`config.mk`:
```
export PLATFORM = sky130hd
export DESIGN_NAME = dma_writer_flat
export DESIGN_NICKNAME = d
export VERILOG_FILES = /design/src/logic/soc_map_pkg.sv /design/src/logic/dma_pkg.sv /design/src/logic/beat_if.sv /design/src/logic/dma_writer.sv /design/src/flat_wrapper.sv
export SDC_FILE = /design/constraint.sdc
export NUM_CORES = 1
export LEC_CHECK = 0
export BUFFER_PORTS_ARGS = -buffer_cell sky130_fd_sc_hd__buf_2
export CAP_MARGIN = 25
export CORE_ASPECT_RATIO = 1.2
export CORE_MARGIN = 10
export CORE_UTILIZATION = 43
export DETAILED_ROUTE_END_ITERATION = 8
export PLACE_DENSITY = 0.89
export SYNTH_ARGS = -nofsm -noshare
export SYNTH_HDL_FRONTEND = slang
export SYNTH_SLANG_ARGS = --single-unit
```
`constraint.sdc`:
```
create_clock -name clk_i -period 2.3 [get_ports clk_i]
set_input_delay 0.23 -clock clk_i [delete_from_list [all_inputs] [get_ports clk_i]]
set_output_delay 0.23 -clock clk_i [all_outputs]
set_load 0.03 [all_outputs]
```
`src/logic/soc_map_pkg.sv`:
```
// address map of the copy engine, referenced by scoped name from the memory bank and the DMA
package soc_map_pkg;

   ////////////////////////////////////////////////////////////////////////////
   // address type
   ////////////////////////////////////////////////////////////////////////////

   localparam int ADDR_W = 32;

   typedef logic [ADDR_W-1:0] addr_t;  // byte address

   ////////////////////////////////////////////////////////////////////////////
   // region map
   ////////////////////////////////////////////////////////////////////////////

   // both regions share one mask, so the top three bits pick the region
   localparam addr_t REGION_MASK = 32'hE000_0000;

   localparam addr_t ROM_BASE = 32'h0000_0000;  // boot image
   localparam addr_t RAM_BASE = 32'h2000_0000;  // working memory

   // decoded target of one access
   typedef enum logic [1:0] {
      REG_ROM,
      REG_RAM,
      REG_NONE   // nothing answers here
   } region_e;

endpackage

```
`src/logic/dma_pkg.sv`:
```
// transfer types of the copy engine, referenced by scoped name from the datapath modules
package dma_pkg;

   ////////////////////////////////////////////////////////////////////////////
   // payload
   ////////////////////////////////////////////////////////////////////////////

   localparam int DATA_W = 32;

   typedef logic [DATA_W-1:0] word_t;  // one beat of payload

   ////////////////////////////////////////////////////////////////////////////
   // transfer length and stride
   ////////////////////////////////////////////////////////////////////////////

   localparam int LEN_W = 10;

   // counts words, legal range 1 to 512
   typedef logic [LEN_W-1:0] len_t;

   // bytes the address moves per word
   localparam int unsigned WORD_BYTES = DATA_W / 8;

endpackage

```
`src/logic/beat_if.sv`:
```
// one payload beat under a four-phase req/ack handshake between two datapath stages
interface beat_if;

   logic          req;   // payload valid and stable while high
   logic          ack;   // payload taken
   dma_pkg::word_t data;
   logic          last;  // final beat of the transfer
   logic          err;   // source read hit an unmapped address

   // side that offers beats
   modport producer (
      output req,
      output data,
      output last,
      output err,
      input  ack
   );

   // side that takes beats
   modport consumer (
      input  req,
      input  data,
      input  last,
      input  err,
      output ack
   );

endinterface

```
`src/logic/dma_writer.sv`:
```
// destination side of the copy channel, writes beats out and reports busy, done and error
module dma_writer (
   input  logic                clk_i,
   input  logic                rst_n_i,
   input  logic                start_i,
   input  soc_map_pkg::addr_t  dst_addr_i,
   beat_if.consumer            beat_i,
   output logic                wr_en_o,
   output soc_map_pkg::addr_t  wr_addr_o,
   output dma_pkg::word_t      wr_data_o,
   input  logic                wr_err_i,
   output logic                busy_o,
   output logic                done_o,
   output logic                err_o
);

   soc_map_pkg::addr_t addr_q;
   logic               ack_q;
   logic               busy_q;
   logic               done_q;
   logic               err_q;   // sticky until next start

   // write straight out of the beat, no staging register
   assign wr_en_o   = busy_q && beat_i.req && !ack_q;
   assign wr_addr_o = addr_q;
   assign wr_data_o = beat_i.data;

   assign beat_i.ack = ack_q;
   assign busy_o     = busy_q;
   assign done_o     = done_q;
   assign err_o      = err_q;

   always_ff @(posedge clk_i) begin
      if (!rst_n_i) begin
         addr_q <= '0;
         ack_q  <= 1'b0;
         busy_q <= 1'b0;
         done_q <= 1'b0;
         err_q  <= 1'b0;
      end else begin
         done_q <= 1'b0;  // single cycle pulse

         if (start_i) begin
            addr_q <= dst_addr_i;
            busy_q <= 1'b1;
            err_q  <= 1'b0;
         end else if (wr_en_o) begin
            addr_q <= addr_q + soc_map_pkg::addr_t'(dma_pkg::WORD_BYTES);
            err_q  <= err_q | beat_i.err | wr_err_i;
            if (beat_i.last) begin
               busy_q <= 1'b0;
               done_q <= 1'b1;
            end
         end

         // ack follows the write, falls once req is gone
         if (wr_en_o) begin
            ack_q <= 1'b1;
         end else if (ack_q && !beat_i.req) begin
            ack_q <= 1'b0;
         end
      end
   end

endmodule

```
`src/flat_wrapper.sv`:
```
// flat-port wrapper written by rule: the top's interface ports become plain ports
module dma_writer_flat 
  (clk_i, rst_n_i, start_i, dst_addr_i, wr_en_o, wr_addr_o, wr_data_o, wr_err_i, busy_o, done_o, err_o, beat_i_req, beat_i_data, beat_i_last, beat_i_err, beat_i_ack);
  beat_if beat_i_i ();
  input  logic clk_i;
  input  logic rst_n_i;
  input  logic start_i;
  input  soc_map_pkg::addr_t dst_addr_i;
  output logic wr_en_o;
  output soc_map_pkg::addr_t wr_addr_o;
  output dma_pkg::word_t wr_data_o;
  input  logic wr_err_i;
  output logic busy_o;
  output logic done_o;
  output logic err_o;
  input wire logic [$bits(beat_i_i.req)-1:0] beat_i_req;
  input wire logic [$bits(beat_i_i.data)-1:0] beat_i_data;
  input wire logic [$bits(beat_i_i.last)-1:0] beat_i_last;
  input wire logic [$bits(beat_i_i.err)-1:0] beat_i_err;
  output wire logic [$bits(beat_i_i.ack)-1:0] beat_i_ack;
  assign beat_i_i.req = beat_i_req;
  assign beat_i_i.data = beat_i_data;
  assign beat_i_i.last = beat_i_last;
  assign beat_i_i.err = beat_i_err;
  assign beat_i_ack = beat_i_i.ack;
  dma_writer u_core (.clk_i(clk_i), .rst_n_i(rst_n_i), .start_i(start_i), .dst_addr_i(dst_addr_i), .beat_i(beat_i_i), .wr_en_o(wr_en_o), .wr_addr_o(wr_addr_o), .wr_data_o(wr_data_o), .wr_err_i(wr_err_i), .busy_o(busy_o), .done_o(done_o), .err_o(err_o));
endmodule
```
# Yosys cells after proc, flatten, opt, wreduce, memory -nomap -nowiden
# Cells that the tools add are included.
[word_totals]
regBits = 36
out_inout_bits = 69
[op_classes]
bitwise_logic = 4
reduce_logical = 11
muxes = 8
n_addsub = 1
[op_table]
columns = ["operator", "count"]
rows = [
  ["32-bit 2-to-1 mux", 2],
  ["32-bit by 3-bit adder with 32-bit output (second input constant)", 1],
  ["1-bit 2-to-1 mux", 6],
  ["2-bit nonzero test", 3],
  ["1-bit logical AND", 3],
  ["3-bit OR reduction", 1],
  ["1-bit zero test", 2],
  ["1-bit inverter", 2],
  ["1-bit bitwise OR", 2],
  ["2-bit AND reduction", 1],
  ["2-bit OR reduction", 1],
]

# Longest topological paths before layout
[depth]
word_depth = 4
depth_mapped = 7
mapped_depth_nobuf = 5

# Worst setup path after synthesis
# No wires, ideal clock.
[synth_path]
path_type = "flip-flop to flip-flop"
startpoint = "register u_core.addr_q[2], in the netlist u_core.wr_addr_o[2]"
endpoint = "register u_core.addr_q[20], in the netlist u_core.wr_addr_o[20]"
setup_time_ns = 0.074
arrival_time_ns = 2.068
period_less_slack_ns = 2.142
path_stages_with_launch = 7
path_buffers = 1
slack_ns = 0.158
cell_sequence = "dfxtp_1 > ha_1 > nand2_1 > or4_1 > buf_2 > or4_1 > a31oi_1"
[synth_via]
elab_chain_cells = 3
[synth_rtl]
columns = ["element", "line_no", "text"]
rows = [
  ["start, declared", "dma_writer.sv:17", "soc_map_pkg::addr_t addr_q;"],
  ["start signal, assigned", "dma_writer.sv:44", "addr_q <= dst_addr_i;"],
  ["start signal, assigned", "dma_writer.sv:48", "addr_q <= addr_q + soc_map_pkg::addr_t'(dma_pkg::WORD_BYTES);"],
  ["32-bit by 3-bit adder with 32-bit output", "dma_writer.sv:48", ""],
  ["32-bit 2-to-1 mux", "dma_writer.sv:47", "end else if (wr_en_o) begin"],
  ["32-bit 2-to-1 mux", "dma_writer.sv:43", "if (start_i) begin"],
]
# Every way passes these cells. The select of a mux whose other input is x is not followed.
# A chain may end at the register's enable or synchronous reset.

# Final worst setup path
[layout_path]
startpoint = "register u_core.addr_q[5], in the netlist u_core.wr_addr_o[5]"
endpoint = "register u_core.addr_q[31], in the netlist u_core.wr_addr_o[31]"
# The elaborated chain is that of the path after synthesis.

==> flow_metrics.env <==
export IMPL_antenna_found_initial=0
export IMPL_routabilityCongestion=0.784
export IMPL_rows=28
export IMPL_critPathCaptureType="flip-flop"
export IMPL_multiInputGateArea_um2=1180
export IMPL_path_clk_slew_ns=0.07
export IMPL_grt_use_total_pct=14.3
export IMPL_pin_count=140
export IMPL_layout_drive_gt1_share_pct=29.9
export IMPL_clk_latency_ns=0.30
export IMPL_slew_headroom_pct=46.5
export IMPL_min_path_cells=2
export IMPL_cts_sinks=36
export IMPL_ant_nets=0
export IMPL_die_w_um=85.9
export IMPL_wl_um=6410
export IMPL_async_flop_share_pct=0
export IMPL_r2r_slack_ns=0.15
export IMPL_final_setup_skew_ns=0.00888
export IMPL_post_drt_wl_per_cell_um=17.1
export IMPL_synth_flop_cell="dfxtp_1"
export IMPL_first_pass_iters=5
export IMPL_dieArea_um2=8500
export IMPL_synthTopCellsByArea="dfxtp_1, buf_4, o21ai_0"
export IMPL_r2r_start="u_core.wr_addr_o[5]"
export IMPL_dp_cells=367
export IMPL_tns_ns=0
export IMPL_drv_slew=0
export IMPL_cts_tree="done"
export IMPL_synth_avg_cell_area_um2=8.11
export IMPL_yosys_area_top_type="dfxtp_1"
export IMPL_path_class="flip-flop to flip-flop"
export IMPL_crit_path_start_kind="flip-flop"
export IMPL_grt_max_degree=48
export IMPL_synth_top_area_share_pct=32.2
export IMPL_die_h_um=99.0
export IMPL_r2r_end="u_core.wr_addr_o[31]"
export IMPL_peakVddDrop_v=0.000369
export IMPL_min_period_over_period_pct=93.5
export IMPL_synth_edff_count=0
export IMPL_rsz0062_at_grt="no"
export IMPL_crit_required_ns=2.49
export IMPL_status="completed"
export IMPL_crit_start="u_core.wr_addr_o[5]"
export IMPL_syn_to_final_growth_pct=12.6
export IMPL_hold_viol_final=0
export IMPL_cp_data_arrival_time_ns=2.34
export IMPL_initial_core_util_pct=45.0
export IMPL_r2r_cells=4
export IMPL_drtIter0Drc=98
export IMPL_clock_path_buffers=2
export IMPL_core_um2=4970
export IMPL_dp_hpwl_um=4740
export IMPL_endpoint="u_core.wr_addr_o[31]"
export IMPL_synth_top_cells_by_count="dfxtp_1, buf_4, o21ai_0, clkbuf_1, a31oi_1"
export IMPL_seq_area_um2=722
export IMPL_min_period_ns=2.15
export IMPL_syn_instance_count=276
export IMPL_maxCapViolations=0
export IMPL_n_antenna_cell=0
export IMPL_finalSetupViolCount=0
export IMPL_grt_pass1_vias=2173
export IMPL_cts_root_buf="clkbuf_8"
export IMPL_drcViolationCount=0
export IMPL_hold_path_class="primary input to flip-flop"
export IMPL_p_per_area_nw_per_um2=577
export IMPL_final_cells=374
export IMPL_syn_num_nets=348
export IMPL_yosys_warnings=0
export IMPL_grt_ovfl_total=0
export IMPL_yosysMostFrequentCell="dfxtp_1"
export IMPL_fillers=489
export IMPL_synth_seq_area_share_pct=32.2
export IMPL_path_max_fanout=12
export IMPL_num_vias=2203
export IMPL_numCtsBuffers=5
export IMPL_fmax_mhz=465
export IMPL_numPortBuffers=75
export IMPL_p_leak_nw=1.07
export IMPL_post_cts_setup_buffers=0
export IMPL_drt_vias_per_instance=5.89
export IMPL_cts_htree_levels=2
export IMPL_grt_pass1_wl_um=10100
export IMPL_nets=386
export IMPL_worstMarginPinSlew_ns=0.796
export IMPL_ys_seq_elements=36
export IMPL_ys_types=41
export IMPL_synth_area_um2=2240
-- kinds of logic after synthesis --
kind of cell	after synthesis	share of synthesized area, %
simple gates	95	26.1
xor+xnor	6	2.35
compound gates	78	22.6
mux	2	0.894
buf+inv	58	15.3
fa+ha+maj	1	0.559
flops	36	32.2
-- metrics by stage --
step / cell area [um2] / power [mW] / hold WS (ns) / utilization [%] / worst slack (ns)
final: 2520 / 1.45 / 0.155 / 50.7 / 0.149
after global placement: 2440 / 1.02 / 0.456 / 49.1 / 0.251
after floorplan: 2240 / 1.01 / 0.368 / - / 0.158
after detailed placement: 2440 / 1.03 / 0.460 / 49.1 / 0.180
after CTS: 2520 / 1.46 / 0.152 / 50.7 / 0.155
after global routing: 2520 / 1.52 / 0.153 / 50.7 / 0.0141
-- cell usage in the layout, fill, tap and decap left out, types with 5 or more instances in the layout --
master / n
buf_2: 75
dfxtp_1: 35
o21ai_0: 29
a31oi_1: 15
or4_1: 14
nand2_1: 13
nand4_1: 12
nand3_1: 11
o31ai_1: 10
nor3_1: 7
buf_4: 7
a21oi_1: 6
o211a_1: 6
or3_1: 5
and3_1: 5
nor2_1: 5
clkbuf_8: 5
-- flip-flops by register name, indices dropped and copies added, names as in the netlist --
name / flops
u_core.busy_o: 1
u_core.beat_i.ack: 1
u_core.done_o: 1
u_core.err_o: 1
u_core.wr_addr_o: 32
-- how the worst min path moves through the flow --
| stage | start | endpoint | slack [ns] |
|---|---|---|---|
| CTS | dst_addr_i[3] | u_core.wr_addr_o[3] | 0.15 |
| finish | dst_addr_i[3] | u_core.wr_addr_o[3] | 0.15 |
| global placement | dst_addr_i[2] | u_core.wr_addr_o[2] | 0.46 |
| global route | dst_addr_i[3] | u_core.wr_addr_o[3] | 0.15 |
| floorplan | dst_addr_i[2] | u_core.wr_addr_o[2] | 0.37 |
| detailed placement | beat_i_data[0] | wr_data_o[0] | 0.46 |
-- per-layer routing --
metal,vias up,share of wire (%),GRT usage [%]
met5,-,0,0
met4,0,2.2,6.85
met3,19,10,6.01
met2,99,47,23.1
met1,1000,41,15.6
li1,1085,-,-
-- power by group --
| group | total, mW | switching, mW | internal [mW] |
|---|---|---|---|
| Clock | 0.443 | 0.237 | 0.206 |
| Combinational | 0.296 | 0.186 | 0.110 |
| Sequential | 0.715 | 0.0499 | 0.665 |
-- what timing repair did --
item,in CTS,in global routing
hold buffers,0,0
gates resized for setup,0,1
setup endpoints to repair,0,1
-- worst max-delay path, cell delays in order, from the launching register on --
cell     delay (ns)
dfxtp_1        0.46
nand4_2        0.19
or4_1          0.65
or4_1          0.58
and3_1         0.16
-- layout make-up --
| type | count | share of cell area, % |
|---|---|---|
| multi-input combinational | 182 | 46.7 |
| clock buffer | 6 | 2.88 |
| inverter | 6 | 0.893 |
| tap | 60 | 2.98 |
| timing repair buffer | 83 | 17.8 |
| sequential | 36 | 28.6 |
| clock inverter | 1 | 0.199 |
Note: power is estimated with default switching activity, not from simulation.
