File: config.mk
export PLATFORM = sky130hd
export DESIGN_NAME = word_fifo_flat
export DESIGN_NICKNAME = d
export VERILOG_FILES = /design/src/logic/dma_pkg.sv /design/src/logic/beat_if.sv /design/src/logic/word_fifo.sv /design/src/flat_wrapper.sv
export SDC_FILE = /design/constraint.sdc
export NUM_CORES = 1
export LEC_CHECK = 0
export BUFFER_PORTS_ARGS = -buffer_cell sky130_fd_sc_hd__buf_2
export CORE_ASPECT_RATIO = 0.8
export CORE_MARGIN = 4
export CORE_UTILIZATION = 40
export CTS_CLUSTER_SIZE = 30
export DETAILED_ROUTE_END_ITERATION = 10
export GPL_TIMING_DRIVEN = 0
export SLEW_MARGIN = 20
export SYNTH_ARGS = -nofsm -noshare
export SYNTH_HDL_FRONTEND = slang
export SYNTH_SLANG_ARGS = --single-unit
File: constraint.sdc
create_clock -name clk_i -period 4.3 [get_ports clk_i]
set_input_delay 0.86 -clock clk_i [delete_from_list [all_inputs] [get_ports clk_i]]
set_output_delay 0.86 -clock clk_i [all_outputs]
set_load 0.05 [all_outputs]
File: src/logic/dma_pkg.sv
// transfer types of the copy engine, referenced by scoped name from the datapath modules
package dma_pkg;

   ////////////////////////////////////////////////////////////////////////////
   // payload
   ////////////////////////////////////////////////////////////////////////////

   localparam int DATA_W = 32;

   typedef logic [DATA_W-1:0] word_t;  // one beat of payload

   ////////////////////////////////////////////////////////////////////////////
   // transfer length and stride
   ////////////////////////////////////////////////////////////////////////////

   localparam int LEN_W = 10;

   // counts words, legal range 1 to 512
   typedef logic [LEN_W-1:0] len_t;

   // bytes the address moves per word
   localparam int unsigned WORD_BYTES = DATA_W / 8;

endpackage

File: src/logic/beat_if.sv
// one payload beat under a four-phase req/ack handshake between two datapath stages
interface beat_if;

   logic          req;   // payload valid and stable while high
   logic          ack;   // payload taken
   dma_pkg::word_t data;
   logic          last;  // final beat of the transfer
   logic          err;   // source read hit an unmapped address

   // side that offers beats
   modport producer (
      output req,
      output data,
      output last,
      output err,
      input  ack
   );

   // side that takes beats
   modport consumer (
      input  req,
      input  data,
      input  last,
      input  err,
      output ack
   );

endinterface

File: src/logic/word_fifo.sv
// circular beat buffer between reader and writer, one handshake on each side
module word_fifo #(
   parameter int unsigned FIFO_DEPTH = 4
) (
   input  logic     clk_i,
   input  logic     rst_n_i,
   beat_if.consumer in_i,
   beat_if.producer out_o
);

   localparam int PTR_W = $clog2(FIFO_DEPTH);

   dma_pkg::word_t data_mem [FIFO_DEPTH];
   logic           last_mem [FIFO_DEPTH];
   logic           err_mem  [FIFO_DEPTH];

   logic [PTR_W:0] wr_ptr_q, rd_ptr_q;   // extra bit tells full from empty
   logic           empty, full;
   logic           push, pop;
   logic           in_ack_q;
   logic           out_req_q;
   logic           out_pend_q;   // head entry offered, not yet popped

   assign empty = (wr_ptr_q == rd_ptr_q);
   assign full  = (wr_ptr_q[PTR_W] != rd_ptr_q[PTR_W]) &&
                  (wr_ptr_q[PTR_W-1:0] == rd_ptr_q[PTR_W-1:0]);

   assign push = in_i.req && !in_ack_q && !full;
   assign pop  = out_pend_q && !out_req_q && !out_o.ack;  // ack has fallen

   assign in_i.ack    = in_ack_q;
   assign out_o.req   = out_req_q;
   assign out_o.data  = data_mem[rd_ptr_q[PTR_W-1:0]];
   assign out_o.last  = last_mem[rd_ptr_q[PTR_W-1:0]];
   assign out_o.err   = err_mem[rd_ptr_q[PTR_W-1:0]];

   ////////////////////////////////////////////////////////////////////////////
   // storage
   ////////////////////////////////////////////////////////////////////////////

   always_ff @(posedge clk_i) begin
      if (push) begin
         data_mem[wr_ptr_q[PTR_W-1:0]] <= in_i.data;
         last_mem[wr_ptr_q[PTR_W-1:0]] <= in_i.last;
         err_mem[wr_ptr_q[PTR_W-1:0]]  <= in_i.err;
      end
   end

   ////////////////////////////////////////////////////////////////////////////
   // handshakes and pointers
   ////////////////////////////////////////////////////////////////////////////

   always_ff @(posedge clk_i) begin
      if (!rst_n_i) begin
         wr_ptr_q   <= '0;
         rd_ptr_q   <= '0;
         in_ack_q   <= 1'b0;
         out_req_q  <= 1'b0;
         out_pend_q <= 1'b0;
      end else begin
         // upstream side
         if (push) begin
            wr_ptr_q <= wr_ptr_q + (PTR_W+1)'(1);
            in_ack_q <= 1'b1;
         end else if (in_ack_q && !in_i.req) begin
            in_ack_q <= 1'b0;
         end

         // downstream side
         if (!out_pend_q && !empty && !out_o.ack) begin
            out_req_q  <= 1'b1;
            out_pend_q <= 1'b1;
         end else if (out_req_q && out_o.ack) begin
            out_req_q <= 1'b0;
         end else if (pop) begin
            rd_ptr_q   <= rd_ptr_q + (PTR_W+1)'(1);
            out_pend_q <= 1'b0;
         end
      end
   end

endmodule

File: src/flat_wrapper.sv
// flat-port wrapper written by rule: the top's interface ports become plain ports
module word_fifo_flat 
#(
   parameter int unsigned FIFO_DEPTH = 4
)
  (clk_i, rst_n_i, in_i_req, in_i_data, in_i_last, in_i_err, in_i_ack, out_o_req, out_o_data, out_o_last, out_o_err, out_o_ack);
  beat_if in_i_i ();
  beat_if out_o_i ();
  input  logic clk_i;
  input  logic rst_n_i;
  input wire logic [$bits(in_i_i.req)-1:0] in_i_req;
  input wire logic [$bits(in_i_i.data)-1:0] in_i_data;
  input wire logic [$bits(in_i_i.last)-1:0] in_i_last;
  input wire logic [$bits(in_i_i.err)-1:0] in_i_err;
  output wire logic [$bits(in_i_i.ack)-1:0] in_i_ack;
  output wire logic [$bits(out_o_i.req)-1:0] out_o_req;
  output wire logic [$bits(out_o_i.data)-1:0] out_o_data;
  output wire logic [$bits(out_o_i.last)-1:0] out_o_last;
  output wire logic [$bits(out_o_i.err)-1:0] out_o_err;
  input wire logic [$bits(out_o_i.ack)-1:0] out_o_ack;
  assign in_i_i.req = in_i_req;
  assign in_i_i.data = in_i_data;
  assign in_i_i.last = in_i_last;
  assign in_i_i.err = in_i_err;
  assign in_i_ack = in_i_i.ack;
  assign out_o_req = out_o_i.req;
  assign out_o_data = out_o_i.data;
  assign out_o_last = out_o_i.last;
  assign out_o_err = out_o_i.err;
  assign out_o_i.ack = out_o_ack;
  word_fifo #(.FIFO_DEPTH(FIFO_DEPTH)) u_core (.clk_i(clk_i), .rst_n_i(rst_n_i), .in_i(in_i_i), .out_o(out_o_i));
endmodule
* Word-level counts from Yosys, hierarchy flattened
Memories as Yosys holds them, arrays and structs flattened. A register that Yosys moved wholly into a read port is not among the register bits.
Cells that the tools add are included.
** Word-level totals
- Bits in registers :: 9
- Bits in writable memories :: 136
- Input port bits :: 38
- Output and inout bits :: 36
- Memories :: 3
** Memories
- u_core.data_mem :: words 4, bits a word 32, read ports 1, clocked after memory_dff 1, write ports 1, line word_fifo.sv:13 : dma_pkg::word_t data_mem [FIFO_DEPTH];
- u_core.err_mem :: words 4, bits a word 1, read ports 1, clocked after memory_dff 1, write ports 1, line word_fifo.sv:15 : logic err_mem [FIFO_DEPTH];
- u_core.last_mem :: words 4, bits a word 1, read ports 1, clocked after memory_dff 1, write ports 1, line word_fifo.sv:14 : logic last_mem [FIFO_DEPTH];
** Cells by class
- Add/subtract/negate cells :: 2
- Eq/ne operators :: 4
- Mux-type cells :: 15
- Bitwise gates (word level) :: 2
- Reductions and logical operators :: 21
** Operator list (number)
- two-way mux 2 bit :: 6
- logical AND 1 bit :: 9
- two-way mux 1 bit :: 9
- zero test 1 bit :: 7
- adder 3 x 1 -> 3 bit, second input constant :: 2
- nonzero test 2 bit :: 3
- equality test 3 bit :: 1
- AND reduction 3 bit :: 1
- equality test 2 bit :: 1
- inequality test 2 x 1 -> 1 bit, second input constant :: 1
- inverter 1 bit :: 2
- AND reduction 2 bit :: 1
- inequality test 1 bit :: 1

* Longest topological paths before layout
Gate-level depths: netlist (run 1).
- Depth after elaboration :: 8
- Depth in mapped cells :: 5

* Worst setup path after synthesis (run 1)
Ideal clock, no wire load.
- Path type :: in2reg
- Start point :: input in_i_req
- End point :: memory u_core.data_mem[3][0] in the netlist's numbering (enable)
- Setup time :: 0.446 ns
- Arrival :: 2.749 ns
- Path slack :: 1.105 ns
- Cell stages on the path :: 2
- Path buffers :: 0
- Cells stage by stage :: nand3b_1 a31oi_1
** Between the ends
- Cells in the longest elaborated chain, start to end :: 4
** Ends and longest elaborated chain
- from (decl) :: line flat_wrapper.sv:11 : input wire logic [$bits(in_i_i.req)-1:0] in_i_req;
- logical AND 1 bit (2 in a row) :: line word_fifo.sv:28 : assign push = in_i.req && !in_ack_q && !full;
- two-way mux 1 bit :: line word_fifo.sv:42 : if (push) begin
- two-way mux 1 bit (implied by the code) :: line word_fifo.sv:43 : data_mem[wr_ptr_q[PTR_W-1:0]] <= in_i.data;
- to (decl) :: line word_fifo.sv:13
Every way passes these cells.

==> results of run 1 <==
## sequential cells by signal (all words and copies together) (netlist names), named ones only
signal             cells
u_core.data_mem      128
u_core.err_mem         4
u_core.in_i.ack        1
u_core.last_mem        4
u_core.out_o.req       1
u_core.out_pend_q      1
u_core.rd_ptr_q        3
u_core.wr_ptr_q        3
## layout by cell type (no fill, tap or decap), types with 2 or more instances in the layout
cell type and instances:
clkbuf_16 17, and2_2 3, clkbuf_1 5, a31oi_1 2, clkinv_1 2, ha_1 5, clkinv_2 3, dfxtp_1 11
xor2_1 4, xnor2_2 2, mux4_2 34, and2_1 4, bufinv_16 2, edfxtp_1 136, buf_2 76, inv_1 3
buf_16 5, buf_6 4, o21ai_0 3, nor4_1 2, nand3_1 2, clkinvlp_4 3
## layer usage
| metal | up-vias | part of all wire | global-route usage | wire, um |
|---|---|---|---|---|
| met5 | - | 0 | 0 | 0 |
| met1 | 1361 | 0.46 | 0.1773 | 4482 |
| met3 | 11 | 0.044 | 0.04309 | 430 |
| met4 | 0 | 0.0099 | 0.04261 | 96 |
| li1 | 1214 | - | - | - |
| met2 | 57 | 0.48 | 0.1993 | 4672 |
## report_power, final
group | switching (mW) | internal [mW] | total [mW]
registers | 0.0318 | 1.67 | 1.70
clock network | 0.520 | 0.843 | 1.36
logic | 0.362 | 0.178 | 0.540
## worst paths after layout
check | endpoint | slack [ns]
hold reg to reg | u_core.out_o.req | 0.55
setup reg to reg | u_core.data_mem[2][10] | 2.23
hold / removal | u_core.out_o.req | 0.55
setup / recovery | out_o_data[11] | 1.43
## cell families after synthesis
group,count (synthesis),share of synthesized area
XOR/XNOR,7,0.01375
adder cells (fa/ha/maj),5,0.01127
flip-flops,147,0.7756
buffers and inverters,12,0.01420
multiplexers,35,0.1398
AO/OA/AOI/OAI,15,0.01962
AND/OR/NAND/NOR,21,0.02571
## area by class of cell
type	count	area share
Clock inverter	11	0.01663
Tap cell	180	0.03289
Buffer	9	0.009868
Multi-Input combinational cell	83	0.1731
Timing Repair Buffer	78	0.07346
Sequential cell	147	0.6287
Inverter	3	0.001645
Clock buffer	20	0.06378
## metrics by stage
stage / setup slack, ns / area (um2) / util
2_1_floorplan: 1.105 / 5549 / -
3_3_place_gp: -0.4998 / 6140 / 0.4531
3_5_place_dp: 1.808 / 6296 / 0.4646
4_1_cts: 1.367 / 6847 / 0.5053
5_1_grt: 1.271 / 6847 / 0.5053
6_report: 1.428 / 6847 / 0.5053
==> out/metrics.csv, run 1 <==
stage;metric;value;unit
run_status;outcome;complete, no violations;
synth;netlist_instances;242;
setup_path;cp-start-kind;flop;
cts;post_cts_buffers;0;
synth;ys_seq_area_frac;0.7756;
layout;multi_input_area;0.001185;mm2
cts;cts_root_buf;clkbuf_16;
synth;async_reset_ff_frac;0;
cts;ctsHoldBuffers;0;
layout;instances_no_fill;531;
hold_path;holdPathStages;1;
global_route;grt_pass1_wl;15.53;mm
cts;insertion_delay;0.41;ns
die;start_util;0.4095;
setup_path;critical-path-top-delay-family;buffers and inverters;
detailed_routing;avgRoutedWirePerCell;18.23;um
sta;rsz0062_at_grt;no;
die;die-area;0.01583;mm2
synth;netlist_top_cells_area;edfxtp_1 (74%), mux4_2 (14%), dfxtp_1 (4.0%);
synth;yosys.cell_count.top_type;edfxtp_1;
synth;avgSynthCellArea;22.93;um2
setup_path;cp_slowest_cell;mux4_2;
layout;nets;382;
global_route;grt_pass1_vias;2781;
cts;htreeDepth;4;
pwr;vdd_ir_drop_max;0.2498;mV
layout;num_antenna_cells;0;
place;hpwl;6.267;mm
die;core;0.01355;mm2
setup_path;cp.required;3.44;ns
die;die_x;139.7;um
synth;ys_warn_count;0;
hold_path;hp-start;u_core.out_o.req;
sta;fin_tns_setup;0;ns
run;cap_violations;0;
synth;yosys-top-cells-count;edfxtp_1 (136), mux4_2 (34), dfxtp_1 (11);
cts;cts_max_path_buffers;2;
setup_path;crit_buf_inv;3;
setup_path;cp-end-kind;output port;
layout;nFillCells;1120;
synth;yosys.area.top_type;edfxtp_1;
sta;skew;0.01254;ns
synth;netlist_area;0.005549;mm2
global_route;track_usage;0.1299;
synth;synth_edf_count;136;
synth;ys.flop_type;edfxtp_1;
cts;clk_pin_slew;0.06;ns
setup_path;crit_fanout;10;
hold_path;hold_class;reg2reg;
layout;drive_gt1_frac;0.4330;
synth;synth_top_area_frac;0.7360;
global_route;grt_max_degree;20;
sta;fmax;348.2;MHz
place;io_buffers;73;
setup_path;worst_ep_arrival_time;2.01;ns
pwr;power;3.605;mW
detailed_routing;vias_per_cell;4.977;
synth;syn-num-nets;285;
sta;final.min_clock_period;2.872;ns
sta;slew_headroom;0.6394;
setup_path;max_stage_delay;0.39;ns
setup_path;worst-path-stages;4;
cts;cts_buffers;17;
sta;tightest_slew;0.5409;ns
place;numPlacedInstances;500;
sta;finalMaxSlewViolations;0;
detailed_routing;drt-initial-drc-count;154;
die;rows;38;
sta;finalHoldViolations;0;
global_route;grt-ovfl-total;0;
die;die_y;113.3;um
sta;setup_viol;0;
detailed_routing;vias;2643;
pwr;leakagePower;2.347;nW
sta;fin_crit_sh;0.6678;
synth;synth_seq_cells;147;
setup_path;r2r-start;u_core.wr_ptr_q[1];
layout;seq_area;0.004304;mm2
detailed_routing;drt_pass1_iterations;4;
detailed_routing;antenna_left;0;
setup_path;crit_chain;clkbuf_1 > buf_2 > mux4_2 > buf_2;
layout;syn2layout_area_growth;23.38;%
cts;tritoncts;yes;
place;globalplace.congestion;0.7218;
setup_path;worstSetupPathType;reg2out;
global_route;grt_antenna_before_repair;0;
cts;cts_resized;0;
setup_path;path_common_cell;buf_2;
detailed_routing;wl;9.681;mm
pwr;p_per_area;526.6;mW/mm2
sta;holdWs;0.5490;ns
cts;cts_sinks;147;
die;io_pins;74;
synth;yosysUniqueCellTypes;36;
detailed_routing;drcViolationCount;0;
setup_path;ff2ff_path_depth;4;
Note: power is estimated with default switching activity, not from simulation.
==> run 2, diff against run 1 <==
Clock period 4.3 ns to 2.3 ns, I/O delays scaled along.
==> run 2 against run 1 <==
Setup slack got worse by 1.4 ns. Sequential power grew 87%. Register-to-register slack got worse by 2.1 ns. Non-clock buffer count up 2. Clock skew down 0.0022 ns. Sequential share of layout area fell by 1.7 points. Clock power grew 110%. Sequential cell count unchanged. Final cell count increased by 0.38%. Combinational power is 100% higher. Hold slack got worse by 0.28 ns.
==> out/metrics.csv, run 2 (synthesis gave the netlist of run 1 again) <==
stage;metric;value;unit;change
setup_path;worstSetupPathType;reg2out;;
global_route;grt_max_degree;20;;unchanged
detailed_routing;antenna_left;0;;unchanged
cts;clk_pin_slew;0.06;ns;about the same
pwr;p_per_area;1015;mW/mm2;+93%
detailed_routing;vias_per_cell;5.034;;+1.1%
hold_path;hold_class;in2reg;;
cts;tritoncts;yes;;
detailed_routing;drcViolationCount;0;;unchanged
sta;slew_headroom;0.6025;;-0.03695
layout;num_antenna_cells;0;;unchanged
pwr;leakagePower;2.429;nW;+3.5%
sta;fin_tns_setup;0;ns;unchanged
cts;cts_buffers;17;;unchanged
detailed_routing;drt_pass1_iterations;4;;unchanged
layout;final_core_util;0.5191;;+0.01385
detailed_routing;wl;9.753;mm;+0.74%
layout;syn2layout_area_growth;26.76;%;
sta;finalHoldViolations;0;;unchanged
die;die_y;113.3;um;unchanged
layout;layout_commonest_cell;edfxtp_1;;
detailed_routing;avgRoutedWirePerCell;18.30;um;+0.37%
sta;fmax;448.1;MHz;
cts;htreeDepth;4;;unchanged
layout;largest_reg_flops;128;;unchanged
setup_path;crit_fanout;10;;unchanged
place;numPlacedInstances;500;;unchanged
run;cap_violations;0;;unchanged
die;rows;38;;unchanged
cts;cts_root_buf;clkbuf_16;;
global_route;grt_pass1_vias;2917;;+4.9%
global_route;grt_pass1_wl;15.79;mm;+1.7%
layout;drive_gt1_frac;0.4391;;+0.006045
layout;nFillCells;1096;;-2.1%
setup_path;worst_ep_arrival_time;1.77;ns;-0.24 ns
sta;skew;0.01034;ns;-0.002202 ns
sta;final.min_clock_period;2.232;ns;
place;pre_cts_ws;0.1433;ns;-1.665 ns
layout;mostFrequentLayoutCells;edfxtp_1 (136), buf_2 (53), mux4_2 (34), buf_4 (22), clkbuf_16 (17);;
sta;fin_ws;0.06847;ns;-1.360 ns
detailed_routing;drt-initial-drc-count;127;;-18%
sta;fin_crit_sh;0.9702;;
pwr;vdd_ir_drop_max;0.5058;mV;+100%
layout;instances_no_fill;533;;+0.38%
global_route;grt_antenna_before_repair;0;;unchanged
die;die-area;0.01583;mm2;unchanged
die;core;0.01355;mm2;unchanged
sta;rsz0062_at_grt;yes;;
place;globalplace.congestion;0.7074;;-2.0%
place;hpwl;6.328;mm;+0.98%
place;io_buffers;73;;unchanged
sta;finalMaxSlewViolations;0;;unchanged
layout;nets;384;;+0.52%
sta;tightest_slew;0.5963;ns;+0.05543 ns
die;die_x;139.7;um;unchanged
setup_path;cp.required;1.84;ns;-1.60 ns
run_status;outcome;complete, no violations;;
detailed_routing;vias;2683;;+1.5%
global_route;track_usage;0.1326;;+0.002674
setup_path;cp-end-kind;output port;;
sta;setup_viol;0;;unchanged
setup_path;cp-start-kind;flop;;
cts;cts_sinks;147;;unchanged
pwr;power;7.141;mW;+98%
cts;insertion_delay;0.41;ns;about the same
global_route;grt-ovfl-total;0;;unchanged
cts;cts_max_path_buffers;2;;unchanged
cts;ctsHoldBuffers;0;;unchanged
die;start_util;0.4095;;unchanged
die;io_pins;74;;unchanged
## run 2: power breakdown
group / internal (mW) / switching (mW) / leakage (nW)
combinational: 0.391 / 0.686 / 0.797
clock: 1.91 / 0.970 / 0.299
sequential: 3.12 / 0.0602 / 1.33
## run 2: repair_timing
action,in CTS,in global routing
cloned,0,0
setup endpoints to repair,30,40
resized for setup,15,32
setup buffers,3,0
endpoints found under the hold margin,0,0
## run 2: final cells by class
class                      count  area (um2)  area share
tap                          180       225.2     0.03202
inverter                       3       11.26    0.001601
timing repair buffer          81       590.6     0.08396
buffer                         8       97.59     0.01387
multi-input combinational     83        1185      0.1684
sequential                   147        4304      0.6119
clock inverter                11       183.9     0.02615
clock buffer                  20       436.7     0.06208
## run 2: final timing paths
kind | depth (start not counted) | slack (ns) | start | end
setup / recovery | 4 | 0.07 | flop | out_o_data[24]
hold / removal | 1 | 0.27 | in_i_data[24] | u_core.data_mem[0][24]
setup reg to reg | 4 | 0.14 | u_core.wr_ptr_q[1] | u_core.data_mem[2][4]
hold reg to reg | 1 | 0.56 | u_core.out_o.req | u_core.out_o.req
## run 2: metrics by stage
stage | cell area [um2] | hold slack [ns]
floorplan | 5564 | 0.5374
global placement | 6155 | 0.5212
detailed placement | 6296 | 0.5418
CTS | 6984 | 0.2518
global route | 7034 | 0.2583
finish | 7034 | 0.2700
## run 2: per-layer routing
layer,GRT usage,wire [um]
met2,0.2102,4884
met3,0.04309,565
met5,0,0
met1,0.1743,4243
met4,0.04648,60
## run 2: critical path, cell delays in order (launching register included)
cell and delay, ns:
dfxtp_1 0.33, buf_6 0.15, buf_12 0.16, mux4_2 0.50, buf_2 0.22
