## src/logic/soc_map_pkg.sv

```systemverilog
// address map of the copy engine, referenced by scoped name from the memory bank and the DMA
package soc_map_pkg;

   ////////////////////////////////////////////////////////////////////////////
   // address type
   ////////////////////////////////////////////////////////////////////////////

   localparam int ADDR_W = 32;

   typedef logic [ADDR_W-1:0] addr_t;  // byte address

   ////////////////////////////////////////////////////////////////////////////
   // region map
   ////////////////////////////////////////////////////////////////////////////

   // both regions share one mask, so the top three bits pick the region
   localparam addr_t REGION_MASK = 32'hE000_0000;

   localparam addr_t ROM_BASE = 32'h0000_0000;  // boot image
   localparam addr_t RAM_BASE = 32'h2000_0000;  // working memory

   // decoded target of one access
   typedef enum logic [1:0] {
      REG_ROM,
      REG_RAM,
      REG_NONE   // nothing answers here
   } region_e;

endpackage

```

## src/logic/dma_pkg.sv

```systemverilog
// transfer types of the copy engine, referenced by scoped name from the datapath modules
package dma_pkg;

   ////////////////////////////////////////////////////////////////////////////
   // payload
   ////////////////////////////////////////////////////////////////////////////

   localparam int DATA_W = 32;

   typedef logic [DATA_W-1:0] word_t;  // one beat of payload

   ////////////////////////////////////////////////////////////////////////////
   // transfer length and stride
   ////////////////////////////////////////////////////////////////////////////

   localparam int LEN_W = 10;

   // counts words, legal range 1 to 512
   typedef logic [LEN_W-1:0] len_t;

   // bytes the address moves per word
   localparam int unsigned WORD_BYTES = DATA_W / 8;

endpackage

```

## src/logic/beat_if.sv

```systemverilog
// one payload beat under a four-phase req/ack handshake between two datapath stages
interface beat_if;

   logic          req;   // payload valid and stable while high
   logic          ack;   // payload taken
   dma_pkg::word_t data;
   logic          last;  // final beat of the transfer
   logic          err;   // source read hit an unmapped address

   // side that offers beats
   modport producer (
      output req,
      output data,
      output last,
      output err,
      input  ack
   );

   // side that takes beats
   modport consumer (
      input  req,
      input  data,
      input  last,
      input  err,
      output ack
   );

endinterface

```

## src/logic/dma_reader.sv

```systemverilog
// source side of the copy channel, reads each word and offers it as a beat
module dma_reader (
   input  logic                clk_i,
   input  logic                rst_n_i,
   input  logic                start_i,
   input  soc_map_pkg::addr_t  src_addr_i,
   input  dma_pkg::len_t       len_i,
   output soc_map_pkg::addr_t  rd_addr_o,
   input  dma_pkg::word_t      rd_data_i,
   input  logic                rd_err_i,
   beat_if.producer            beat_o
);

   typedef enum logic [1:0] {
      s_idle,
      s_load,   // sample memory, raise req
      s_req,    // hold payload until ack
      s_drop    // req low, wait for ack to fall
   } state_t;

   state_t             state_q;
   soc_map_pkg::addr_t addr_q;
   dma_pkg::len_t      remain_q;   // words not yet handed over
   logic               req_q;
   dma_pkg::word_t     data_q;
   logic               last_q, err_q;

   assign rd_addr_o   = addr_q;
   assign beat_o.req  = req_q;
   assign beat_o.data = data_q;
   assign beat_o.last = last_q;
   assign beat_o.err  = err_q;

   always_ff @(posedge clk_i) begin
      if (!rst_n_i) begin
         state_q  <= s_idle;
         addr_q   <= '0;
         remain_q <= '0;
         req_q    <= 1'b0;
      end else begin
         case (state_q)
            s_idle: begin
               if (start_i) begin
                  addr_q   <= src_addr_i;
                  remain_q <= len_i;
                  state_q  <= s_load;
               end
            end
            s_load: begin
               req_q   <= 1'b1;
               state_q <= s_req;
            end
            s_req: begin
               if (beat_o.ack) begin
                  req_q    <= 1'b0;
                  addr_q   <= addr_q + soc_map_pkg::addr_t'(dma_pkg::WORD_BYTES);
                  remain_q <= remain_q - dma_pkg::len_t'(1);
                  state_q  <= s_drop;
               end
            end
            default: begin
               if (!beat_o.ack) begin  // handshake closed
                  state_q <= (remain_q == '0) ? s_idle : s_load;
               end
            end
         endcase
      end
   end

   // payload, held stable from load until the next load
   always_ff @(posedge clk_i) begin
      if (state_q == s_load) begin
         data_q <= rd_data_i;
         err_q  <= rd_err_i;
         last_q <= (remain_q == dma_pkg::len_t'(1));
      end
   end

endmodule

```

## src/flat_wrapper.sv

```systemverilog
// flat-port wrapper written by rule: the top's interface ports become plain ports
module dma_reader_flat 
  (clk_i, rst_n_i, start_i, src_addr_i, len_i, rd_addr_o, rd_data_i, rd_err_i, beat_o_req, beat_o_data, beat_o_last, beat_o_err, beat_o_ack);
  beat_if beat_o_i ();
  input  logic clk_i;
  input  logic rst_n_i;
  input  logic start_i;
  input  soc_map_pkg::addr_t src_addr_i;
  input  dma_pkg::len_t len_i;
  output soc_map_pkg::addr_t rd_addr_o;
  input  dma_pkg::word_t rd_data_i;
  input  logic rd_err_i;
  output wire logic [$bits(beat_o_i.req)-1:0] beat_o_req;
  output wire logic [$bits(beat_o_i.data)-1:0] beat_o_data;
  output wire logic [$bits(beat_o_i.last)-1:0] beat_o_last;
  output wire logic [$bits(beat_o_i.err)-1:0] beat_o_err;
  input wire logic [$bits(beat_o_i.ack)-1:0] beat_o_ack;
  assign beat_o_req = beat_o_i.req;
  assign beat_o_data = beat_o_i.data;
  assign beat_o_last = beat_o_i.last;
  assign beat_o_err = beat_o_i.err;
  assign beat_o_i.ack = beat_o_ack;
  dma_reader u_core (.clk_i(clk_i), .rst_n_i(rst_n_i), .start_i(start_i), .src_addr_i(src_addr_i), .len_i(len_i), .rd_addr_o(rd_addr_o), .rd_data_i(rd_data_i), .rd_err_i(rd_err_i), .beat_o(beat_o_i));
endmodule
```

## config.mk

```make
export PLATFORM = sky130hd
export DESIGN_NAME = dma_reader_flat
export DESIGN_NICKNAME = d
export VERILOG_FILES = /design/src/logic/soc_map_pkg.sv /design/src/logic/dma_pkg.sv /design/src/logic/beat_if.sv /design/src/logic/dma_reader.sv /design/src/flat_wrapper.sv
export SDC_FILE = /design/constraint.sdc
export NUM_CORES = 1
export LEC_CHECK = 0
export BUFFER_PORTS_ARGS = -buffer_cell sky130_fd_sc_hd__buf_2
export CORE_MARGIN = 3
export CORE_UTILIZATION = 40
export DETAILED_ROUTE_END_ITERATION = 8
export GPL_ROUTABILITY_DRIVEN = 0
export PLACE_DENSITY = 0.69
export SYNTH_ARGS = -nofsm -noshare
export SYNTH_HDL_FRONTEND = slang
export SYNTH_SLANG_ARGS = --single-unit
```

## constraint.sdc

```tcl
create_clock -name clk_i -period 2.2 [get_ports clk_i]
set_input_delay 0.33 -clock clk_i [delete_from_list [all_inputs] [get_ports clk_i]]
set_output_delay 0.33 -clock clk_i [all_outputs]
set_load 0.01 [all_outputs]
```

# --- Word-level counts from Yosys, hierarchy flattened ---
# Cells that the tools add are included.
totals:
  wordCells: 35
  input_bits: 79
  reg_bits: 79
classes:
  mux: 13
  reduce_logical: 7
  eq_ne: 6
  addsub: 2
op_table:
  columns: ["cell", "count"]
  rows:
  - ["2-to-1 mux 32 bit", 2]
  - ["case mux 32 bit (2 select lines)", 1]
  - ["adder 32 x 3 -> 32 bit, second input constant", 1]
  - ["2-to-1 mux 10 bit", 2]
  - ["case mux 10 bit (2 select lines)", 1]
  - ["== test 10 x 1 -> 1 bit, second input constant", 1]
  - ["logical NOT 10 bit", 1]
  - ["subtractor 10 x 1 -> 10 bit, second input constant", 1]
  - ["2-to-1 mux 2 bit", 3]
  - ["case mux 2 bit (3 select lines)", 1]
  - ["AND reduction 3 bit", 2]
  - ["inequality test 2 bit, second input constant", 2]
  - ["inequality test 4 x 1 -> 1 bit, second input constant", 1]
  - ["nonzero test 2 bit", 2]
  - ["== test 2 x 1 -> 1 bit, second input constant", 1]
  - ["== test 2 bit, second input constant", 1]
  - ["logical NOT 2 bit", 1]
  - ["2-to-1 mux 1 bit", 2]
  - ["case mux 1 bit (2 select lines)", 1]
  - ["AND reduction 2 bit", 1]

# --- Logic depth before layout (Yosys ltp) ---
# Gate-level depths: netlist (run 1).
depth:
  ltp_word: 4
  mapped_depth: 11

# --- Least setup slack after synthesis (run 1) ---
# OpenSTA, ideal clock, no wires.
synth_timing:
  path_kind: "reg2reg"
  start: "register u_core.state_q[0]"
  end: "register u_core.addr_q[29] (netlist: u_core.rd_addr_o[29])"
  stages_incl_launch_ff: 10
  slack_ns: -0.063
  t_arrival_ns: 2.184
  n_path_buf: 3
  required_ns: 2.121
  setup_ns: 0.079
  path_cell_list: "dfxtp_1 > inv_1 > ha_1 > buf_6 > nor2b_1 > buf_6 > or3_1 > buf_2 > or4_1 > a211oi_2"
synth_between:
  elab_chain_len: 3
  word_cells_on_any_way: 7
  classes_between: "eq/ne (3); mux (1); reduce/logical (3)"
synth_rtl:
  columns: ["item", "line_no", "source"]
  rows:
  - ["from (decl)", "dma_reader.sv:21", "state_t state_q;"]
  - ["from (signal assigned)", "dma_reader.sv:36", "state_q <= s_idle;"]
  - ["from (signal assigned)", "dma_reader.sv:46", "state_q <= s_load;"]
  - ["from (signal assigned)", "dma_reader.sv:51", "state_q <= s_req;"]
  - ["== test 2 bit or logical NOT 2 bit (tied branches)", "dma_reader.sv:41", "case (state_q)"]
  - ["inequality test 2 bit (no line) or nonzero test 2 bit (tied branches)", null, null]
  - ["AND reduction 3 bit (no line)", null, null]
  - ["to (signal assigned)", "dma_reader.sv:44", "addr_q <= src_addr_i;"]
  - ["to (signal assigned)", "dma_reader.sv:56", "addr_q <= addr_q + soc_map_pkg::addr_t'(dma_pkg::WORD_BYTES);"]
  - ["to (decl)", "dma_reader.sv:22", "soc_map_pkg::addr_t addr_q;"]
# Several ways; a longest one is shown, not always the timed one.
# A chain may end at the register's enable or synchronous reset.

# --- Worst setup path after layout (run 1) ---
layout_timing:
  start: "register u_core.addr_q[3] (netlist: u_core.rd_addr_o[3])"
  end: "register u_core.addr_q[20] (netlist: u_core.rd_addr_o[20])"
layout_between:
  elab_chain_len: 3
layout_rtl:
  columns: ["item", "line_no", "source"]
  rows:
  - ["adder 32 x 3 -> 32 bit", "dma_reader.sv:56", null]
  - ["2-to-1 mux 32 bit", "dma_reader.sv:54", "if (beat_o.ack) begin"]
  - ["case mux 32 bit (2 select lines)", "dma_reader.sv:41", null]
# Every way passes these cells. The select of a mux whose other input is x is not followed.

==> reports/results.txt, run 1 <==
FFs w/ async S/R, synth: 0
FILL cells: 955
skew final: 0.01205 ns
Post-synth EDFFs: 34
Mean Syn Cell Area: 9.138 sq um
share of cells above drive strength 1: 0.3273
Placed Cells: 728
die area: 11560 sq um
H-tree levels: 3
Syn-to-layout area delta: 28.35%
initial core utilization: 0.4159
clock-pin slew on the worst setup and hold paths: 0.09 ns
Max Transition Viols Final: 0
# DRC: 0
outcome: finished, final reports clean
clk sink count: 79
GRT Total Usage: 0.2072
Hold Crit Class: input port to flip-flop
delay-heaviest family, CP: simple AND/OR/NAND/NOR gates
core box area: 9910 sq um
period utilization: 0.9502
Seq/Total Area, Yosys: 0.4663
max_cap viols: 0
ant diodes: 0
post-synthesis instance total: 451
final WL: 12.10 mm
worst-path maximum fanout: 6
die height: 107.5 um
Final ANT Viol Nets: 0
Yosys reg bits: 79
Crit path required time: 2.48 ns
final hold vios: 0
area of the mapped netlist: 4121 sq um
final std cells w/o fill: 744
Worst path max stage delay: 0.62 ns
final setup TNS: 0 ns
input/output buffers: 145
WP data arrival: 2.37 ns
DRT Pass-1 Iters: 4
Post-CTS Hold Fix Bufs: 0
Main synth FF type: dfxtp_1
largest net degree at the start of global routing: 35
Critical Path End Type: flip-flop
Syn Nets: 537
routed vias/inst: 5.660
setup repair after global routing missed its margin: false
Critical Path Source Type: flip-flop
# rows: 36
synth unique cells: 58
final setup violation count: 0
Least-Margin Pin Slew: 0.5637 ns
Iter 0 DRT Violations: 365
Max Clk Rate: 478.4 MHz
hpwl dp: 8.841 mm
CTS max path bufs: 2
clk_lat worst skew: 0.35 ns
global-route wire length before repair: 19.18 mm
GRT overflow: 0
Clk Tree Root Cell: clkbuf_8
maximum vdd drop: 0.6316 mV
vias in the first global route: 3918
fin crit period: 2.090 ns
wire length per cell: 16.27 um
Ys Warns: 0
Final #Nets: 692
vias post-DR: 4211
I/O pin count: 146
CP cell instances: ha_1 -> nand3_1 -> or4_4 -> or4_1 -> a31oi_1
static leakage: 2.130 nW
initial antenna violation count: 0
headroom to the max-slew limit: 0.6207
CP max-delay cell: or4_4
WP buf/inv: 0
CTS Buf Count: 9
Setup CP Type: flip-flop to flip-flop
cell area power density: 1257 nW/um^2
CTS tree: done
chip width: 107.5 um
[metal layers]
| layer | up-vias | track usage | part of all wire |
|---|---|---|---|
| met5 | - | 0 | 0 |
| met4 | 0 | 0.07574 | 0.016 |
| met3 | 15 | 0.04739 | 0.10 |
| met2 | 217 | 0.3179 | 0.44 |
| met1 | 1922 | 0.2851 | 0.45 |
| li1 | 2057 | - | - |
[logic make-up after synthesis]
group                      Yosys count  synth area share
AOI/OAI and AO/OA                  125            0.2104
muxes                                2          0.004858
and+or+nand+nor                    193            0.2511
buffers and inverters               45           0.04614
DFF                                 79            0.4663
adders and majority gates            7           0.02125
[metrics by stage]
stage / setup slack (ns) / utilization / hold slack [ns] / total power (W) / area, sq um
6_report: 0.1095 / 0.5338 / 0.1607 / 0.006651 / 5290
2_1_floorplan: 0.07584 / - / 0.4289 / 0.004450 / 4125
3_5_place_dp: 0.05281 / 0.5163 / 0.4453 / 0.005695 / 5116
4_1_cts: 0.03731 / 0.5330 / 0.1356 / 0.006649 / 5281
5_1_grt: 0.02177 / 0.5338 / 0.1302 / 0.007187 / 5290
3_3_place_gp: 0.1140 / 0.5163 / 0.4440 / 0.005631 / 5116
[final cells by class]
| class | count | area, sq um | share of cell area |
|---|---|---|---|
| flip-flops and latches | 79 | 1923 | 0.3635 |
| repair buffers | 178 | 973.4 | 0.1840 |
| inverters | 11 | 41.29 | 0.007805 |
| clock buffers | 10 | 127.6 | 0.02412 |
| well taps | 133 | 166.4 | 0.03146 |
| clock inverters | 6 | 37.54 | 0.007096 |
| multi-input cells | 327 | 2021 | 0.3820 |
[final timing paths]
kind                                                  startpoint                                end  slack [ns]  cells past startpoint
worst max-delay path            u_core.rd_addr_o[3]$_SDFFE_PN0P_  u_core.rd_addr_o[20]$_SDFFE_PN0P_        0.11                      5
worst min-delay path                                rd_data_i[5]    u_core.beat_o.data[5]$_DFFE_PN_        0.16                      1
worst max register to register  u_core.rd_addr_o[3]$_SDFFE_PN0P_  u_core.rd_addr_o[20]$_SDFFE_PN0P_        0.11                      5
worst min register to register  u_core.rd_addr_o[1]$_SDFFE_PN0P_   u_core.rd_addr_o[1]$_SDFFE_PN0P_        0.45                      2
[state kept, by name, summed over array words and instances, names as in the netlist]
| register | flops |
|---|---|
| u_core.beat_o.data | 32 |
| u_core.remain_q | 10 |
| u_core.beat_o.err | 1 |
| u_core.rd_addr_o | 32 |
| u_core.state_q | 2 |
| u_core.beat_o.last | 1 |
| u_core.beat_o.req | 1 |
[synthesized netlist by cell type (4+ instances only)]
master | number | area share
a21oi_1 | 32 | 0.039
a31oi_1 | 14 | 0.021
and3_1 | 9 | 0.014
and4_1 | 7 | 0.015
buf_2 | 5 | 0.0061
clkbuf_1 | 24 | 0.022
dfxtp_1 | 45 | 0.22
edfxtp_1 | 34 | 0.25
ha_1 | 7 | 0.021
inv_1 | 11 | 0.010
nand2_1 | 44 | 0.040
nand2b_1 | 6 | 0.0091
nand3_1 | 24 | 0.029
nand4_1 | 16 | 0.024
nor2_1 | 26 | 0.024
nor2b_1 | 9 | 0.014
nor3_1 | 13 | 0.016
nor4_1 | 10 | 0.015
o211ai_1 | 13 | 0.024
o21ai_0 | 8 | 0.0097
o21ai_1 | 7 | 0.0085
o221a_1 | 5 | 0.014
o2bb2ai_1 | 4 | 0.0085
or3_1 | 8 | 0.012
or4_1 | 9 | 0.016
[power breakdown]
part           total [W]  internal [W]  switching, W  leakage, nW
sequential       0.00250       0.00207      0.000433        0.689
clock           0.000932      0.000404      0.000528       0.0781
combinational    0.00322       0.00131       0.00190         1.36
total            0.00665       0.00379       0.00287         2.13
[cell usage in the layout, fill, tap and decap left out, types with 10 or more instances in the layout]
cell type and n:
a21oi_1 32, dfxtp_1 44, edfxtp_1 34, o211ai_1 13, inv_1 11, nor3_1 13, nor2_1 26, buf_2 145
a31oi_1 14, nand2_1 44, nand4_1 16, nor4_1 10, nand3_1 24, buf_4 33
[timing repair]
| action | in CTS | in global routing |
|---|---|---|
| buffers inserted | 0 | 0 |
| gates resized for setup | 0 | 3 |
| setup endpoints to repair | 0 | 12 |
No activity file was read; power rests on OpenSTA's default activity.
==> run 2: changes to the inputs <==
==> constraint.sdc (replaced) <==
create_clock -name clk_i -period 2.2 [get_ports clk_i]
set_input_delay 0.44 -clock clk_i [delete_from_list [all_inputs] [get_ports clk_i]]
set_output_delay 0.44 -clock clk_i [all_outputs]
set_load 0.01 [all_outputs]
==> reports/results.txt, run 2 (synthesis results as in run 1) <==
outcome: finished, final reports clean
GRT overflow: 0
most frequent cells in the layout: buf_2, nand2_1, dfxtp_1
# DRC: 0
core box area: 9910 sq um
final hold vios: 0
Least-Margin Pin Slew: 0.5368 ns
setup repair after global routing missed its margin: false
global-route wire length before repair: 19.23 mm
largest net degree at the start of global routing: 35
static leakage: 2.160 nW
Placed Cells: 729
Hold Crit Class: input port to flip-flop
Critical Path End Type: flip-flop
initial antenna violation count: 0
clk_lat worst skew: 0.34 ns
Syn-to-layout area delta: 29.63%
Max Clk Rate: 486.5 MHz
input/output buffers: 145
critical path startpoint: u_core.rd_addr_o[2]$_SDFFE_PN0P_
Final #Nets: 693
GRT Total Usage: 0.2087
fin crit period: 2.056 ns
Iter 0 DRT Violations: 338
Post-CTS Hold Fix Bufs: 0
die height: 107.5 um
H-tree levels: 3
CTS max path bufs: 2
initial core utilization: 0.4159
final setup TNS: 0 ns
maximum vdd drop: 0.7303 mV
cell area power density: 1271 nW/um^2
Max Transition Viols Final: 0
skew final: 0.007323 ns
worst-path maximum fanout: 6
routed vias/inst: 5.621
clock-pin slew on the worst setup and hold paths: 0.08 ns
vias in the first global route: 3903
headroom to the max-slew limit: 0.6388
final WL: 12.18 mm
CTS Buf Count: 9
CTS tree: done
wire length per cell: 16.35 um
Crit path required time: 2.47 ns
chip width: 107.5 um
commonest non-fill, non-tap cell in the layout: buf_2
fin util: 0.5391
Final ANT Viol Nets: 0
I/O pin count: 146
vias post-DR: 4188
FILL cells: 917
WP data arrival: 2.32 ns
ant diodes: 0
clk sink count: 79
Clk Tree Root Cell: clkbuf_8
share of cells above drive strength 1: 0.3284
Setup CP Type: flip-flop to flip-flop
period utilization: 0.9344
hpwl dp: 8.820 mm
DRT Pass-1 Iters: 5
DP Area: 5136 sq um
Critical Path Source Type: flip-flop
# rows: 36
max_cap viols: 0
Worst Hold Launch: rd_data_i[5]
final std cells w/o fill: 745
final setup violation count: 0
fin area: 5343 sq um
die area: 11560 sq um
Post-CTS Setup Repair Bufs: 0
worst r2r src: u_core.rd_addr_o[2]$_SDFFE_PN0P_
run 2: worst paths after layout:
| check | to | slack, ns | depth (start not counted) |
|---|---|---|---|
| min | u_core.beat_o.data[5]$_DFFE_PN_ | 0.27 | 1 |
| max | u_core.rd_addr_o[20]$_SDFFE_PN0P_ | 0.14 | 5 |
| min reg2reg | u_core.rd_addr_o[0]$_SDFFE_PN0P_ | 0.46 | 2 |
| max reg2reg | u_core.rd_addr_o[20]$_SDFFE_PN0P_ | 0.14 | 5 |
run 2: critical path, stage by stage, from the launching register on:
cell and delay [ns]:
dfxtp_1 0.34, ha_1 0.20, nand3_1 0.15, or4_4 0.61
or4_1 0.52, a31oi_1 0.17
run 2: timing repair:
action,4_1_cts,5_1_grt
setup endpoints to repair,2,4
resized for setup,1,3
hold endpoints to repair,0,0
run 2: metrics by stage:
step / hold WS, ns / setup WS (ns) / power (W)
CTS: 0.2488 / 0.06166 / 0.006813
detailed placement: 0.4579 / -0.00003109 / 0.005710
finish: 0.2714 / 0.1443 / 0.006790
global placement: 0.4418 / 0.07656 / 0.005654
floorplan: 0.4482 / 0.07584 / 0.004450
global route: 0.2383 / 0.05874 / 0.007321
run 2: layout make-up:
class                      count  area [sq um]  share of cell area
clock buffer                  12         145.1             0.02717
multi-input combinational    327          2026              0.3792
clock inverter                 4         47.55            0.008899
inverter                      11         41.29            0.007728
tap                          133         166.4             0.03115
timing repair buffer         179         993.5              0.1859
sequential                    79          1923              0.3600
run 2: where the power goes:
group	switching (W)	internal (W)	total [W]
Sequential	0.000432	0.00207	0.00250
Clock	0.000505	0.000553	0.00106
Combinational	0.00191	0.00132	0.00323
run 2: per-layer routing:
metal | GRT usage | vias up | wire length [um]
li1 | - | 2049 | -
met1 | 0.2875 | 1910 | 5493
met2 | 0.3188 | 219 | 5357
met3 | 0.05639 | 10 | 1231
met4 | 0.06673 | 0 | 99
met5 | 0 | - | 0
==> run 3: changes to the inputs <==
--- a/config.mk
+++ b/config.mk
@@ -9,6 +9,6 @@
 export CORE_MARGIN = 3
-export CORE_UTILIZATION = 40
+export CORE_UTILIZATION = 45
 export DETAILED_ROUTE_END_ITERATION = 8
 export GPL_ROUTABILITY_DRIVEN = 0
-export PLACE_DENSITY = 0.69
+export PLACE_DENSITY = 0.76
 export SYNTH_ARGS = -nofsm -noshare
--- a/constraint.sdc
+++ b/constraint.sdc
@@ -3,2 +3,2 @@
 set_output_delay 0.44 -clock clk_i [all_outputs]
-set_load 0.01 [all_outputs]
+set_load 0.02 [all_outputs]
==> reports/results.txt, run 3 (synthesis results as in run 1) <==
Final WS setup: 0.07613 ns
CTS Buf Count: 9
global-route wire length before repair: 19.49 mm
Post-CTS Hold Fix Bufs: 0
cell area power density: 1350 nW/um^2
initial core utilization: 0.4680
clk_lat worst skew: 0.35 ns
maximum vdd drop: 0.8706 mV
final hold vios: 0
vias post-DR: 4275
Critical Path End Type: flip-flop
DP Area: 5085 sq um
Syn-to-layout area delta: 28.38%
I/O pin count: 146
skew final: 0.01051 ns
chip width: 101.7 um
max_cap viols: 0
Clk Tree Root Cell: clkbuf_8
WP data arrival: 2.40 ns
die area: 10340 sq um
worst-path maximum fanout: 6
final setup violation count: 0
fin area: 5291 sq um
fin crit period: 2.124 ns
Final ANT Viol Nets: 0
period utilization: 0.9654
routed vias/inst: 5.962
Place WS: 0.03711 ns
# rows: 34
initial antenna violation count: 0
Least-Margin Pin Slew: 0.4043 ns
die height: 101.7 um
Setup CP Type: flip-flop to flip-flop
input/output buffers: 145
DRT Pass-1 Iters: 5
Final #Nets: 690
Critical Path Source Type: flip-flop
share of cells above drive strength 1: 0.3268
outcome: finished, final reports clean
static leakage: 2.134 nW
Crit path required time: 2.48 ns
setup repair after global routing missed its margin: false
largest net degree at the start of global routing: 35
ant diodes: 0
final setup TNS: 0 ns
vias in the first global route: 3972
most frequent cells in the layout: buf_2, nand2_1, dfxtp_1
commonest non-fill, non-tap cell in the layout: buf_2
CTS max path bufs: 2
final WL: 12.39 mm
core box area: 8806 sq um
GRT overflow: 0
headroom to the max-slew limit: 0.7280
Hold Crit Class: input port to flip-flop
total power: 0.007146 W
Iter 0 DRT Violations: 241
# DRC: 0
CTS tree: done
Fin Hold WS: 0.2605 ns
Max Clk Rate: 470.8 MHz
GRT Total Usage: 0.2370
hpwl dp: 8.951 mm
Max Transition Viols Final: 0
clk sink count: 79
clock-pin slew on the worst setup and hold paths: 0.09 ns
H-tree levels: 3
wire length per cell: 17.28 um
[run 3: cell types whose count changed in the layout (fill, tap and decap cells not counted), moves of 2 or more]
| cell | before | now |
|---|---|---|
| buf_4 | 33 | 29 |
| clkinv_2 | 2 | 0 |
| clkinvlp_4 | 1 | 3 |
| dfxtp_1 | 44 | 42 |
| dfxtp_2 | 1 | 3 |
[run 3: stage by stage]
| step | cells | util |
|---|---|---|
| 2_1_floorplan | 451 | - |
| 3_3_place_gp | 701 | 0.5774 |
| 3_5_place_dp | 701 | 0.5774 |
| 4_1_cts | 717 | 0.6005 |
| 5_1_grt | 717 | 0.6009 |
| 6_report | 717 | 0.6009 |
[run 3: final timing paths]
kind	startpoint	endpoint	slack [ns]	cells past startpoint
max reg2reg	u_core.rd_addr_o[2]$_SDFFE_PN0P_	u_core.rd_addr_o[30]$_SDFFE_PN0P_	0.08	6
min reg2reg	u_core.rd_addr_o[1]$_SDFFE_PN0P_	u_core.rd_addr_o[1]$_SDFFE_PN0P_	0.46	2
max	u_core.rd_addr_o[2]$_SDFFE_PN0P_	u_core.rd_addr_o[30]$_SDFFE_PN0P_	0.08	6
min	rd_data_i[15]	u_core.beat_o.data[15]$_DFFE_PN_	0.26	1
[run 3: worst max-delay path, cell delays in order, from the launching register on]
cell	delay (ns)
dfxtp_2	0.37
ha_1	0.22
nand3_1	0.16
or4_1	0.61
buf_4	0.18
or3_1	0.36
o211ai_1	0.17
[run 3: cell type report]
cell class / count / area (sq um)
Fill cell: 755 / 3515
Clock inverter: 6 / 70.07
Timing Repair Buffer: 176 / 974.7
Multi-Input combinational cell: 327 / 2017
Tap cell: 108 / 135.1
Sequential cell: 79 / 1926
Inverter: 11 / 41.29
Clock buffer: 10 / 127.6
[run 3: repair_timing]
| action | in CTS | in global routing |
|---|---|---|
| endpoints found under the setup margin | 1 | 2 |
| gates resized for setup | 1 | 2 |
| setup buffers | 0 | 0 |
[run 3: routing by layer]
metal / routed length (um) / GRT usage / vias to the layer above
li1: - / - / 2046
met1: 5369 / 0.3233 / 1953
met2: 5545 / 0.3652 / 253
met3: 1239 / 0.05165 / 23
met4: 234 / 0.09714 / 0
met5: 0 / 0 / -
[run 3: power by group]
part | internal (W) | total, W | switching [W]
logic | 0.00132 | 0.00352 | 0.00219
registers | 0.00208 | 0.00254 | 0.000463
clock network | 0.000531 | 0.00109 | 0.000562
